[config.mk]
export PLATFORM = sky130hd
export DESIGN_NAME = game_display_top
export DESIGN_NICKNAME = d
export VERILOG_FILES = /design/src/hw/vga_timing_pkg.sv /design/src/hw/game_screen_pkg.sv /design/src/hw/game_regs.sv /design/src/hw/vga_timing.sv /design/src/hw/die_pips.sv /design/src/hw/screen_painter.sv /design/src/hw/game_display_top.sv
export SDC_FILE = /design/constraint.sdc
export NUM_CORES = 1
export LEC_CHECK = 0
export BUFFER_PORTS_ARGS = -buffer_cell sky130_fd_sc_hd__buf_2
export CORE_ASPECT_RATIO = 0.6
export CORE_MARGIN = 3
export CORE_UTILIZATION = 60
export DETAILED_ROUTE_END_ITERATION = 8
export PLACE_DENSITY = 0.84
export SLEW_MARGIN = 10
export SYNTH_ARGS = -nofsm -noshare
export SYNTH_HDL_FRONTEND = slang
export SYNTH_SLANG_ARGS = --single-unit
[constraint.sdc]
create_clock -name VGA_CLK_n -period 9 [get_ports VGA_CLK_n]
set_clock_uncertainty 0.15 [all_clocks]
set_input_delay 0.9 -clock VGA_CLK_n [delete_from_list [all_inputs] [get_ports VGA_CLK_n]]
set_output_delay 0.9 -clock VGA_CLK_n [all_outputs]
set_load 0.05 [all_outputs]
[src/hw/vga_timing_pkg.sv]
`default_nettype none

package vga_timing_pkg;

	////////////////////////////////////////
	// horizontal raster, in pixels
	localparam int h_active = 640;
	localparam int h_front  = 16;
	localparam int h_sync   = 96;
	localparam int h_back   = 48;
	localparam int h_total  = h_active + h_front + h_sync + h_back;

	////////////////////////////////////////
	// vertical raster, in lines
	localparam int v_active = 480;
	localparam int v_front  = 10;
	localparam int v_sync   = 2;
	localparam int v_back   = 33;
	localparam int v_total  = v_active + v_front + v_sync + v_back;

	// sync pulse windows, end exclusive
	localparam int h_sync_start = h_active + h_front;
	localparam int h_sync_end   = h_sync_start + h_sync;
	localparam int v_sync_start = v_active + v_front;
	localparam int v_sync_end   = v_sync_start + v_sync;

	// wide enough for 0..799
	typedef logic [9:0] coord_t;

endpackage

`default_nettype wire

[src/hw/game_screen_pkg.sv]
`default_nettype none

package game_screen_pkg;

	typedef enum logic [1:0] {
		screen_title   = 2'd0,
		screen_players = 2'd1,
		screen_leaders = 2'd2,
		screen_board   = 2'd3
	} screen_e;

	// blue in the top byte, red in the bottom
	typedef logic [23:0] rgb_t;

	localparam rgb_t col_back   = 24'h150088;
	localparam rgb_t col_title  = 24'h120d20;
	localparam rgb_t col_button = 24'h2fb0e8;
	localparam rgb_t col_header = 24'h7a2c1e;
	localparam rgb_t col_rank   = 24'hd8d8d8;
	localparam rgb_t col_row    = 24'h3a6a14;
	localparam rgb_t col_arrow  = 24'h521494;
	localparam rgb_t col_die    = 24'hf0f0f0;
	localparam rgb_t col_pip    = 24'h101010;
	localparam rgb_t col_empty  = 24'h404040;

	////////////////////////////////////////
	// screen regions: left, right, top, bottom (right and bottom exclusive)
	localparam int title_l  = 63,  title_r  = 559, title_t  = 81,  title_b  = 186;
	localparam int start_l  = 228, start_r  = 400, start_t  = 204, start_b  = 373;
	localparam int player_l = 230, player_r = 405, player_t = 205, player_b = 464;
	localparam int header_l = 112, header_r = 524, header_t = 58,  header_b = 149;
	localparam int rank_l   = 122, rank_r   = 185, rank_t   = 198, rank_b   = 401;
	localparam int row1_l   = 18,  row1_r   = 617, row1_t   = 18,  row1_b   = 97;
	localparam int row2_l   = 31,  row2_r   = 615, row2_t   = 124, row2_b   = 227;
	localparam int row3_l   = 195, row3_r   = 437, row3_t   = 257, row3_b   = 320;

	// arrow marker, one slot per scoring box
	localparam int num_arrow = 13;
	localparam int arrow_w   = 25;
	localparam int arrow_h   = 19;
	localparam int arrow_left [num_arrow] = '{52, 157, 256, 356, 456, 559,
		65, 163, 257, 349, 448, 545, 301};
	localparam int arrow_top [num_arrow] = '{102, 102, 102, 102, 102, 102,
		231, 231, 231, 231, 231, 231, 322};

	// die cells along the bottom of the board
	localparam int num_dice  = 5;
	localparam int die_top   = 344;
	localparam int die_size  = 120;
	localparam int die_left0 = 8;
	localparam int die_pitch = 126;
	localparam int pip_lo    = 20;
	localparam int pip_mid   = 60;
	localparam int pip_hi    = 100;
	localparam int pip_half  = 10;

	// 0 and 7 mark an empty slot
	typedef logic [2:0] die_t;
	typedef logic [3*num_dice-1:0] dice_bus_t;
	// 13..15 hide the marker
	typedef logic [3:0] arrow_t;

	typedef logic [1:0] reg_addr_t;
	localparam reg_addr_t reg_screen = 2'd0;
	localparam reg_addr_t reg_dice   = 2'd1;
	localparam reg_addr_t reg_arrow  = 2'd2;

endpackage

`default_nettype wire

[src/hw/game_regs.sv]
`default_nettype none

module game_regs (
	input  wire                         VGA_CLK_n,
	input  wire                         iRST_n,
	input  wire                         wb_cyc,
	input  wire                         wb_stb,
	input  wire                         wb_we,
	input  wire game_screen_pkg::reg_addr_t wb_adr,
	input  wire [31:0]                  wb_dat_w,
	output logic [31:0]                 wb_dat_r,
	output logic                        wb_ack,
	output game_screen_pkg::screen_e    screen,
	output game_screen_pkg::dice_bus_t  dice,
	output game_screen_pkg::arrow_t     arrow_pos
);
	import game_screen_pkg::*;

	logic req;

	// new request only while ack is low, so a held request sees every other cycle
	assign req = wb_cyc && wb_stb && !wb_ack;

	////////////////////////////////////////
	// ack and register writes
	always_ff @(posedge VGA_CLK_n or negedge iRST_n) begin
		if (!iRST_n) begin
			wb_ack    <= 1'b0;
			screen    <= screen_title;
			dice      <= '0;
			arrow_pos <= '0;
		end else begin
			wb_ack <= req;
			if (req && wb_we) begin
				case (wb_adr)
					reg_screen: screen <= screen_e'(wb_dat_w[1:0]);
					reg_dice:   dice <= wb_dat_w[3*num_dice-1:0];
					reg_arrow:  arrow_pos <= wb_dat_w[3:0];
					default: ;
				endcase
			end
		end
	end

	////////////////////////////////////////
	// read back, held by the master until ack
	always_comb begin
		wb_dat_r = '0;
		case (wb_adr)
			reg_screen: wb_dat_r[1:0] = screen;
			reg_dice:   wb_dat_r[3*num_dice-1:0] = dice;
			reg_arrow:  wb_dat_r[3:0] = arrow_pos;
			// unmapped word reads zero
			default:    wb_dat_r = '0;
		endcase
	end

endmodule

`default_nettype wire

[src/hw/vga_timing.sv]
`default_nettype none

module vga_timing (
	input  wire                   VGA_CLK_n,
	input  wire                   iRST_n,
	output vga_timing_pkg::coord_t x,
	output vga_timing_pkg::coord_t y,
	output logic                  active,
	output logic                  hs_c,
	output logic                  vs_c,
	output logic                  blank_c
);
	import vga_timing_pkg::*;

	coord_t h_cnt;
	coord_t v_cnt;
	logic   h_last;
	logic   v_last;

	assign h_last = (h_cnt == coord_t'(h_total - 1));
	assign v_last = (v_cnt == coord_t'(v_total - 1));

	////////////////////////////////////////
	// raster counters, 800 x 525
	always_ff @(posedge VGA_CLK_n or negedge iRST_n) begin
		if (!iRST_n) begin
			h_cnt <= '0;
			v_cnt <= '0;
		end else begin
			if (h_last) begin
				h_cnt <= '0;
				// next line, or back to the top
				if (v_last)
					v_cnt <= '0;
				else
					v_cnt <= v_cnt + 1'b1;
			end else begin
				h_cnt <= h_cnt + 1'b1;
			end
		end
	end

	////////////////////////////////////////
	// decode of the current count
	assign x       = h_cnt;
	assign y       = v_cnt;
	assign active  = (h_cnt < coord_t'(h_active)) && (v_cnt < coord_t'(v_active));
	assign blank_c = !active;

	// both syncs negative
	assign hs_c = !((h_cnt >= coord_t'(h_sync_start)) && (h_cnt < coord_t'(h_sync_end)));
	assign vs_c = !((v_cnt >= coord_t'(v_sync_start)) && (v_cnt < coord_t'(v_sync_end)));

endmodule

`default_nettype wire

[src/hw/die_pips.sv]
`default_nettype none

module die_pips (
	input  wire vga_timing_pkg::coord_t     x,
	input  wire vga_timing_pkg::coord_t     y,
	input  wire game_screen_pkg::dice_bus_t dice,
	output logic                            die_hit,
	output logic                            die_empty,
	output logic                            pip_hit
);
	import vga_timing_pkg::*;
	import game_screen_pkg::*;

	// offset inside the 20 pixel square around a slot
	function automatic logic near(coord_t off, int slot);
		return (off >= coord_t'(slot - pip_half)) && (off < coord_t'(slot + pip_half));
	endfunction

	coord_t ox;
	coord_t oy;
	die_t   val;
	logic   col_l, col_c, col_r;
	logic   row_t, row_m, row_b;
	logic   diag, anti, centre, sides;

	////////////////////////////////////////
	// find the cell under the pixel
	always_comb begin
		coord_t left;
		die_hit = 1'b0;
		val     = '0;
		ox      = '0;
		oy      = coord_t'(y - coord_t'(die_top));
		for (int i = 0; i < num_dice; i++) begin
			left = coord_t'(die_left0 + i * die_pitch);
			if ((x >= left) && (x < left + coord_t'(die_size)) &&
				(y >= coord_t'(die_top)) && (y < coord_t'(die_top + die_size))) begin
				die_hit = 1'b1;
				val     = dice[3*i +: 3];
				ox      = x - left;
			end
		end
	end

	assign col_l = near(ox, pip_lo);
	assign col_c = near(ox, pip_mid);
	assign col_r = near(ox, pip_hi);
	assign row_t = near(oy, pip_lo);
	assign row_m = near(oy, pip_mid);
	assign row_b = near(oy, pip_hi);

	// top left with bottom right, then the other pair of corners
	assign diag   = (col_l && row_t) || (col_r && row_b);
	assign anti   = (col_r && row_t) || (col_l && row_b);
	assign centre = col_c && row_m;
	assign sides  = (col_l || col_r) && row_m;

	assign die_empty = die_hit && ((val == 3'd0) || (val == 3'd7));

	always_comb begin
		case (val)
			3'd1:    pip_hit = centre;
			3'd2:    pip_hit = diag;
			3'd3:    pip_hit = diag || centre;
			3'd4:    pip_hit = diag || anti;
			3'd5:    pip_hit = diag || anti || centre;
			3'd6:    pip_hit = diag || anti || sides;
			default: pip_hit = 1'b0;
		endcase
		pip_hit = pip_hit && die_hit;
	end

endmodule

`default_nettype wire

[src/hw/screen_painter.sv]
`default_nettype none

module screen_painter (
	input  wire                          VGA_CLK_n,
	input  wire                          iRST_n,
	input  wire game_screen_pkg::screen_e screen,
	input  wire game_screen_pkg::arrow_t  arrow_pos,
	input  wire vga_timing_pkg::coord_t   x,
	input  wire vga_timing_pkg::coord_t   y,
	input  wire                          active,
	input  wire                          hs_c,
	input  wire                          vs_c,
	input  wire                          blank_c,
	input  wire                          die_hit,
	input  wire                          die_empty,
	input  wire                          pip_hit,
	output logic                         hs,
	output logic                         vs,
	output logic                         blank_n,
	output logic [7:0]                   r_data,
	output logic [7:0]                   g_data,
	output logic [7:0]                   b_data
);
	import vga_timing_pkg::*;
	import game_screen_pkg::*;

	// right and bottom edges exclusive
	function automatic logic in_box(coord_t px, coord_t py, int l, int r, int t, int b);
		return (px >= coord_t'(l)) && (px < coord_t'(r)) &&
			(py >= coord_t'(t)) && (py < coord_t'(b));
	endfunction

	rgb_t colour;
	rgb_t colour_q;
	logic arrow_hit;
	logic row_hit;

	////////////////////////////////////////
	// board overlays
	always_comb begin
		arrow_hit = 1'b0;
		for (int i = 0; i < num_arrow; i++) begin
			if ((arrow_pos == arrow_t'(i)) && in_box(x, y, arrow_left[i],
				arrow_left[i] + arrow_w, arrow_top[i], arrow_top[i] + arrow_h))
				arrow_hit = 1'b1;
		end
	end

	assign row_hit = in_box(x, y, row1_l, row1_r, row1_t, row1_b) ||
		in_box(x, y, row2_l, row2_r, row2_t, row2_b) ||
		in_box(x, y, row3_l, row3_r, row3_t, row3_b);

	////////////////////////////////////////
	// colour per screen, first match wins
	always_comb begin
		colour = col_back;
		case (screen)
			screen_title: begin
				if (in_box(x, y, title_l, title_r, title_t, title_b))
					colour = col_title;
				else if (in_box(x, y, start_l, start_r, start_t, start_b))
					colour = col_button;
			end
			screen_players: begin
				if (in_box(x, y, title_l, title_r, title_t, title_b))
					colour = col_title;
				else if (in_box(x, y, player_l, player_r, player_t, player_b))
					colour = col_button;
			end
			screen_leaders: begin
				if (in_box(x, y, header_l, header_r, header_t, header_b))
					colour = col_header;
				else if (in_box(x, y, rank_l, rank_r, rank_t, rank_b))
					colour = col_rank;
			end
			default: begin
				if (arrow_hit)
					colour = col_arrow;
				else if (row_hit)
					colour = col_row;
				else if (pip_hit)
					colour = col_pip;
				else if (die_empty)
					colour = col_empty;
				else if (die_hit)
					colour = col_die;
			end
		endcase
		// black outside the visible area
		if (!active)
			colour = '0;
	end

	// colour and syncs leave on the same edge
	always_ff @(posedge VGA_CLK_n or negedge iRST_n) begin
		if (!iRST_n) begin
			hs       <= 1'b1;
			vs       <= 1'b1;
			blank_n  <= 1'b0;
			colour_q <= '0;
		end else begin
			hs       <= hs_c;
			vs       <= vs_c;
			blank_n  <= !blank_c;
			colour_q <= colour;
		end
	end

	assign b_data = colour_q[23:16];
	assign g_data = colour_q[15:8];
	assign r_data = colour_q[7:0];

endmodule

`default_nettype wire

[src/hw/game_display_top.sv]
`default_nettype none

module game_display_top (
	input  wire                             VGA_CLK_n,
	input  wire                             iRST_n,
	input  wire                             wb_cyc,
	input  wire                             wb_stb,
	input  wire                             wb_we,
	input  wire game_screen_pkg::reg_addr_t wb_adr,
	input  wire [31:0]                      wb_dat_w,
	output logic [31:0]                     wb_dat_r,
	output logic                            wb_ack,
	output logic                            hs,
	output logic                            vs,
	output logic                            blank_n,
	output logic [7:0]                      r_data,
	output logic [7:0]                      g_data,
	output logic [7:0]                      b_data
);
	import vga_timing_pkg::*;
	import game_screen_pkg::*;

	screen_e   screen;
	dice_bus_t dice;
	arrow_t    arrow_pos;
	coord_t    x;
	coord_t    y;
	logic      active, hs_c, vs_c, blank_c;
	logic      die_hit, die_empty, pip_hit;

	////////////////////////////////////////
	// processor side
	game_regs i_regs (.VGA_CLK_n, .iRST_n, .wb_cyc, .wb_stb, .wb_we, .wb_adr,
		.wb_dat_w, .wb_dat_r, .wb_ack, .screen, .dice, .arrow_pos);

	////////////////////////////////////////
	// raster and pixel path
	vga_timing i_timing (.VGA_CLK_n, .iRST_n, .x, .y, .active, .hs_c, .vs_c, .blank_c);

	die_pips i_dice (.x, .y, .dice, .die_hit, .die_empty, .pip_hit);

	screen_painter i_painter (.VGA_CLK_n, .iRST_n, .screen, .arrow_pos, .x, .y,
		.active, .hs_c, .vs_c, .blank_c, .die_hit, .die_empty, .pip_hit,
		.hs, .vs, .blank_n, .r_data, .g_data, .b_data);

endmodule

`default_nettype wire

==> flow_metrics.env, run 1 <==
export IMPL_drt_iter0_markers=1190
export IMPL_synth_xor_area_frac=0.0248
export IMPL_layout_drive_gt1_share=0.176
export IMPL_syn_to_final_growth_pct=9.98
export IMPL_finalSetupViolCount=0
export IMPL_hold_viol_final=0
export IMPL_htree_levels=3
export IMPL_power_density_mw_per_mm2=147
export IMPL_share_comb_of_total_power=0.186
export IMPL_synth_top_family_by_area="simple AND/OR/NAND/NOR gates"
export IMPL_vdd_drop_max_uv=110
export IMPL_power_leakage_uw=0.00271
export IMPL_grt_remaining_overflow=0
export IMPL_vias=6482
export IMPL_clk_latency_ns=0.35
export IMPL_multi_input_area_sq_mm=0.00396
export IMPL_synthAdderAreaFrac=0.0585
export IMPL_drc=0
export IMPL_min_delay_path_class="reg -> reg"
export IMPL_slew_headroom=0.314
export IMPL_synth_cell_type_count=86
export IMPL_finalSetupTns_ns=0
export IMPL_ctsLongestPathBuffers=2
export IMPL_r2r_slack_ns=3.57
export IMPL_finalWorstSetupSlack_ns=3.57
export IMPL_path_class="reg -> reg"
export IMPL_placed_area_sq_mm=0.00624
export IMPL_clockPowerShare=0.438
export IMPL_cp_required_ns=9.04
export IMPL_fill_cells=770
export IMPL_ys_ff_latch=66
export IMPL_dieHeight_um=83.4
export IMPL_seq_power_share=0.376
export IMPL_critical_path_startpoint_type="flip-flop"
export IMPL_min_period_ns=5.43
export IMPL_rsz0062_at_grt="no"
export IMPL_clkTransAtPathRegs_ns=0.06
export IMPL_core_sq_mm=0.00946
export IMPL_hold_buffers=0
export IMPL_path_max_fanout=30
export IMPL_worst_pin_slew_ns=1.03
export IMPL_pin_count=99
export IMPL_cts_tree="yes"
export IMPL_wl_per_cell_um=23.1
export IMPL_grt_pass1_wl_um=32300
export IMPL_grt_usage=0.364
export IMPL_finalWirelength_um=20700
export IMPL_drv_cap=0
export IMPL_dr_pass1_iters=6
export IMPL_finalNetCount=829
export IMPL_p_sw_uw=300
export IMPL_end_kind="flip-flop"
export IMPL_dpl_cell_count=881
export IMPL_numCtsBuffers=9
export IMPL_dp_hpwl_um=15100
export IMPL_synth_yosys_warnings=0
export IMPL_dp_slack_ns=4.05
export IMPL_seqCellArea_sq_mm=0.00165
export IMPL_synth_compound_area_frac=0.248
export IMPL_via_per_inst=7.23
export IMPL_internal_power_uw=669
export IMPL_synth_area_leader_cell="dfrtp_1"
export IMPL_stdcell_count=897
export IMPL_synth_mux_area_frac=0.0411
export IMPL_final_area_sq_mm=0.00659
export IMPL_antenna_cells=0
export IMPL_status="finished, final reports clean"
export IMPL_ant_nets=0
export IMPL_synth_simple_gate_area_frac=0.277
export IMPL_avgSynthCellArea_sq_um=8.24
export IMPL_min_period_over_period=0.603
export IMPL_start_util=0.634
export IMPL_switching_share=0.310
export IMPL_grt_max_degree=67
export IMPL_slew_viol_final=0
export IMPL_dieArea_sq_mm=0.0113
export IMPL_num_rows=27
export IMPL_clock_sinks=66
export IMPL_cp_arrival_ns=5.47
export IMPL_place_congestion=1.02
export IMPL_clock_fmax_mhz=184
export IMPL_grt_antenna_before_repair=0
export IMPL_cts_root_buf="clkbuf_16"
export IMPL_grt_pass1_vias=5775
export IMPL_synth_cells=727
export IMPL_die_width_um=135
export IMPL_portBuffers=63
export IMPL_ys_top_cells_by_area="dfrtp_1, ha_1, mux2_2, nand2_1, nor2_1"
export IMPL_synth_edf_count=0
export IMPL_synthDominantCellAreaShare=0.267
export IMPL_seq_area_frac_synth=0.276
export IMPL_syn_area_sq_mm=0.00599
export IMPL_async_reset_ff_frac=1.00
export IMPL_cts_resized_gates=0
export IMPL_post_cts_setup_buffers=0
export IMPL_synthFlopType="dfrtp_1"
## final timing paths
path                                              start                               end  cells past startpoint
worst max-delay path            i_timing.x[4]$_DFF_PN0_  i_painter.colour_q[22]$_DFF_PN0_                     11
worst min-delay path            i_regs.wb_ack$_DFF_PN0_           i_regs.wb_ack$_DFF_PN0_                      1
worst max register to register  i_timing.x[4]$_DFF_PN0_  i_painter.colour_q[22]$_DFF_PN0_                     11
worst min register to register  i_regs.wb_ack$_DFF_PN0_           i_regs.wb_ack$_DFF_PN0_                      1
max in group asynchronous                        iRST_n           i_timing.x[6]$_DFF_PN0_                      2
min in group asynchronous                        iRST_n        i_regs.dice[9]$_DFFE_PN0P_                      2
## registers in the layout, summed over array words and instances, names as in the netlist
name,cells
i_painter.colour_q,21
i_regs.dice,15
i_timing.x,10
i_timing.y,10
i_regs.arrow_pos,4
i_regs.screen,2
i_painter.blank_n,1
i_painter.hs,1
i_painter.vs,1
i_regs.wb_ack,1
## cells in the final DEF (no fill, tap or decap), types with 20 or more instances in the layout
master   instances
a21oi_1         29
nor2_1          61
mux2_2          21
nand2_1         61
inv_1           27
and2_1          20
o21ai_0         33
nand3_1         26
nor3_1          23
ha_1            28
dfrtp_1         64
buf_2           63
## worst max-delay path, cell delays in order, from the launching register on
cell and delay, ns:
dfrtp_1 1.02, clkinv_1 0.67, ha_1 0.46, and4bb_2 0.26, a21oi_2 0.41, a2111oi_0 0.21, a211oi_1 0.56, a21oi_1 0.31
a211o_1 0.37, a2111oi_4 0.37, a2bb2oi_4 0.29, o22ai_1 0.17
## per-layer routing
metal  vias up  GRT usage  routed length (um)
li1       2753          -                   -
met1      3060      0.566                8870
met2       584      0.466                8050
met3        85      0.123                3230
met4         0      0.112                 583
met5         -          0                   0
## metrics by stage
stage | total power [uW] | util | hold WS, ns
4_1_cts | 965 | 0.697 | 0.273
2_1_floorplan | 498 | - | 0.342
3_5_place_dp | 545 | 0.659 | 0.266
6_report | 969 | 0.697 | 0.272
5_1_grt | 1000 | 0.697 | 0.297
3_3_place_gp | 539 | 0.659 | 0.261
## area by class of cell
cell class | instances | share of cell area
inverters | 29 | 0.0165
clock buffers | 12 | 0.0389
clock inverters | 4 | 0.0148
flip-flops and latches | 66 | 0.251
well taps | 130 | 0.0247
multi-input cells | 588 | 0.601
repair buffers | 68 | 0.0535
## cells by family (layout without fill, tap and decap cells)
kind of cell	count (synthesis)	in the layout
muxes	22	22
and+or+nand+nor	306	306
xor gates and xnor gates	17	17
AOI/OAI and AO/OA	197	197
DFF	66	66
buffers and inverters	90	113
adders and majority gates	28	28
other	1	18
## power groups by stage
stage | Combinational, uW | Sequential [uW] | Clock, uW
after CTS | 179 | 362 | 424
after global placement | 174 | 366 | 0
final | 180 | 364 | 424
after detailed placement | 178 | 367 | 0
after floorplan | 110 | 388 | 0
after global routing | 193 | 367 | 442
## synth_stat cells (5+ instances only)
cell       count
dfrtp_1       64
nand2_1       61
nor2_1        61
o21ai_0       33
a21oi_1       29
ha_1          28
inv_1         27
nand3_1       26
clkbuf_1      23
nor3_1        23
buf_4         21
mux2_2        21
and2_1        20
nor2b_1       16
nand2b_1      15
nand4_1       13
a211oi_1      12
xnor2_1       12
and3_1        10
buf_2         10
o31ai_1       10
a31oi_1        9
a2111oi_0      8
a211o_1        8
nor4_1         8
o2111ai_1      8
or3_1          7
a31o_2         6
nand3b_1       6
o22ai_1        6
a21o_1         5
a22oi_1        5
buf_1          5
nand4b_1       5
nor3b_1        5
o211ai_1       5
xor2_1         5
Power figures use the tool's default switching activity.
==> run 2: changes to the inputs <==
- ABC_AREA: not set -> 1
- CORE_UTILIZATION: 60 -> 59
- PLACE_DENSITY: 0.84 -> 0.82
- clock period: 9 -> 5.17 ns (I/O delays scaled with it)
==> run 2 against run 1 <==
  * The run now ends with DRC left
  * Register-to-register slack worse by 2.5 ns
  * Utilization down 3.0 points
  * Area after synthesis up 9.9%
  * Cell count up 36%
  * Worst hold slack worse by 0.080 ns
  * Sequential share of layout area down 1.9 points
  * First-iteration DRC count up 11%
  * Count of clock-buffer cells in the layout down 2
  * Critical path depth up 5
  * Synthesized cell count up 41%
  * Power up 59%
  * Critical endpoint is now i_painter.colour_q[21]$_DFF_PN0_
  * Largest power group unchanged
==> flow_metrics.env, run 2 <==
export IMPL_status="complete, but fails checks"
export IMPL_violations="DRC"
export IMPL_vias=7616
export IMPL_ys_ff_latch=66
export IMPL_dr_pass1_iters=9
export IMPL_clock_sinks=66
export IMPL_clock_fmax_mhz=241
export IMPL_synth_cells=1025
export IMPL_final_cell_mix="nand2_1, inv_1, nor2_1"
export IMPL_grt_pass1_vias=6447
export IMPL_synthDominantCellAreaShare=0.243
export IMPL_r2r_start="i_timing.x[3]$_DFF_PN0_"
export IMPL_min_delay_path_class="in -> async"
export IMPL_place_congestion=1.20
export IMPL_min_period_over_period=0.801
export IMPL_dieHeight_um=87.8
export IMPL_htree_levels=3
export IMPL_dieArea_sq_mm=0.0125
export IMPL_synth_area_leader_cell="dfrtp_1"
export IMPL_drc=3
export IMPL_async_reset_ff_frac=1.00
export IMPL_power_leakage_uw=0.00371
export IMPL_drt_iter0_markers=1318
export IMPL_clockPowerShare=0.409
export IMPL_finalNetCount=1140
export IMPL_clkTransAtPathRegs_ns=0.06
export IMPL_crit_chain="ha_1 > inv_1 > a21oi_1 > a21oi_1 > nand2_1 > inv_1 > nand2_2 > nor2_1 > nor3_2 > inv_1 > nor2_1 > nand3b_1 > a21oi_1 > a21oi_4 > nand4_2 > a21oi_1"
export IMPL_vdd_drop_max_uv=170
export IMPL_ff2ff_path_depth=16
export IMPL_ctsLongestPathBuffers=2
export IMPL_portBuffers=63
export IMPL_slew_headroom=0.343
export IMPL_slew_viol_final=0
export IMPL_syn_area_sq_mm=0.00658
export IMPL_cp_arrival_ns=4.21
export IMPL_grt_usage=0.392
export IMPL_regMostFlops="i_painter.colour_q"
export IMPL_hold_viol_final=0
export IMPL_cp_required_ns=5.23
export IMPL_end_kind="flip-flop"
export IMPL_cts_root_buf="clkbuf_16"
export IMPL_synth_top_cells_by_count="nand2_1, inv_1, nor2_1"
export IMPL_seq_area_frac_synth=0.251
export IMPL_drv_cap=0
export IMPL_via_per_inst=6.26
export IMPL_finalSetupViolCount=0
export IMPL_p_sw_uw=520
export IMPL_layout_drive_gt1_share=0.140
export IMPL_ant_nets=0
export IMPL_r2r_end="i_painter.colour_q[21]$_DFF_PN0_"
export IMPL_synth_edf_count=0
export IMPL_rsz0062_at_grt="no"
export IMPL_wl_per_cell_um=20.1
export IMPL_top_regs="i_painter.colour_q x21, i_regs.dice x15"
export IMPL_grt_pass1_wl_um=37300
export IMPL_core_sq_mm=0.0107
export IMPL_min_period_ns=4.14
export IMPL_fill_cells=987
export IMPL_power_density_mw_per_mm2=215
export IMPL_grt_antenna_before_repair=0
export IMPL_finalSetupTns_ns=0
export IMPL_synth_most_common_cell="nand2_1"
export IMPL_worst_pin_slew_ns=0.960
export IMPL_cts_resized_gates=0
export IMPL_grt_max_degree=67
export IMPL_critical_path_top_delay_family="simple AND/OR/NAND/NOR gates"
export IMPL_seq_power_share=0.408
export IMPL_synthFlopType="dfrtp_1"
export IMPL_clk_latency_ns=0.35
export IMPL_switching_share=0.338
export IMPL_hold_buffers=0
export IMPL_synth_cell_type_count=56
export IMPL_dp_slack_ns=1.43
export IMPL_internal_power_uw=1020
export IMPL_crit_buf_inv=3
export IMPL_finalWorstSetupSlack_ns=1.03
export IMPL_largest_reg_flops=21
export IMPL_grt_remaining_overflow=0
export IMPL_post_cts_setup_buffers=0
export IMPL_r2r_slack_ns=1.03
export IMPL_fin_hold_ws_ns=0.193
export IMPL_die_width_um=142
export IMPL_antenna_cells=0
export IMPL_path_class="reg -> reg"
export IMPL_start_util=0.615
export IMPL_cp_slowest_cell="dfrtp_1"
export IMPL_critical_path_startpoint_type="flip-flop"
export IMPL_pin_count=99
export IMPL_share_comb_of_total_power=0.183
export IMPL_avgSynthCellArea_sq_um=6.42
export IMPL_slowest_delay_ns=0.71
export IMPL_path_max_fanout=12
export IMPL_dp_hpwl_um=19200
export IMPL_final_common_cell="nand2_1"
export IMPL_numCtsBuffers=9
export IMPL_finalWirelength_um=24400
export IMPL_ys_top_cells_by_area="dfrtp_1, nand2_1, inv_1, nor2_1, nand3_1"
export IMPL_syn_to_final_growth_pct=8.40
export IMPL_num_rows=29
export IMPL_cts_tree="yes"
export IMPL_synth_yosys_warnings=0
export IMPL_cpMostUsedCell="a21oi_1"
## run 2: cell types whose count changed after synthesis, sizes merged, moves of 17 or more
cell / change
nor2: +92
nand2: +171
nand3: +61
nand4: +23
o21ai: +22
and2: -20
inv: +126
clkbuf: -17
## run 2: metal layers
layer	up-vias	GRT usage	share of wire
met1	3467	0.609	0.43
li1	3438	-	-
met4	2	0.0647	0.016
met2	646	0.468	0.35
met5	-	0	0.00070
met3	63	0.208	0.20
## run 2: worst max path at each step
stage | from | endpoint | slack [ns] | depth (start not counted)
2_1_floorplan | i_timing.x[3]$_DFF_PN0_ | i_painter.colour_q[15]$_DFF_PN0_ | 2.34 | 18
3_3_place_gp | i_timing.x[3]$_DFF_PN0_ | i_painter.colour_q[15]$_DFF_PN0_ | 1.38 | 16
3_5_place_dp | i_timing.x[3]$_DFF_PN0_ | i_painter.colour_q[21]$_DFF_PN0_ | 1.43 | 17
4_1_cts | i_timing.x[3]$_DFF_PN0_ | i_painter.colour_q[21]$_DFF_PN0_ | 1.38 | 17
5_1_grt | i_timing.x[3]$_DFF_PN0_ | i_painter.colour_q[23]$_DFF_PN0_ | 0.93 | 16
6_report | i_timing.x[3]$_DFF_PN0_ | i_painter.colour_q[21]$_DFF_PN0_ | 1.03 | 16
## run 2: worst register-to-register path: stages (launching register included)
cell and delay (ns):
dfrtp_1 0.71, ha_1 0.48, inv_1 0.21, a21oi_1 0.55, a21oi_1 0.14, nand2_1 0.17, inv_1 0.07, nand2_2 0.14
nor2_1 0.08, nor3_2 0.41, inv_1 0.15, nor2_1 0.14, nand3b_1 0.09, a21oi_1 0.27, a21oi_4 0.07, nand4_2 0.11
a21oi_1 0.08
## run 2: layout make-up
cell class                      instances  area [sq um]  share of cell area
Multi-Input combinational cell        777          4100               0.574
Tap cell                              139           174              0.0244
Clock inverter                          5          55.1             0.00771
Timing Repair Buffer                   65           330              0.0463
Sequential cell                        66          1650               0.232
Inverter                              154           586              0.0820
Clock buffer                           10           239              0.0335
## run 2: power groups by stage
stage	combinational (uW)	sequential, uW	clock (uW)
after floorplan	176	657	0
after detailed placement	279	631	0
after global routing	306	631	654
final	282	627	629
after CTS	280	623	631
after global placement	276	629	0
## run 2: per-stage QoR
step | cells | utilization | power [uW] | cell area [sq um]
final | 1216 | 0.667 | 1540 | 7140
after CTS | 1216 | 0.667 | 1530 | 7140
after global placement | 1201 | 0.639 | 906 | 6840
after floorplan | 1042 | - | 833 | 6650
after global routing | 1216 | 0.667 | 1590 | 7140
after detailed placement | 1201 | 0.639 | 909 | 6840
## run 2: kinds of logic after synthesis
kind of cell / count (synthesis) / share of synthesized area
mux: 8 / 0.0137
buf+inv: 199 / 0.136
xor+xnor: 15 / 0.0200
flops: 66 / 0.251
fa+ha+maj: 28 / 0.0532
compound gates: 148 / 0.135
simple gates: 560 / 0.391
other cells: 1 / 0.000570
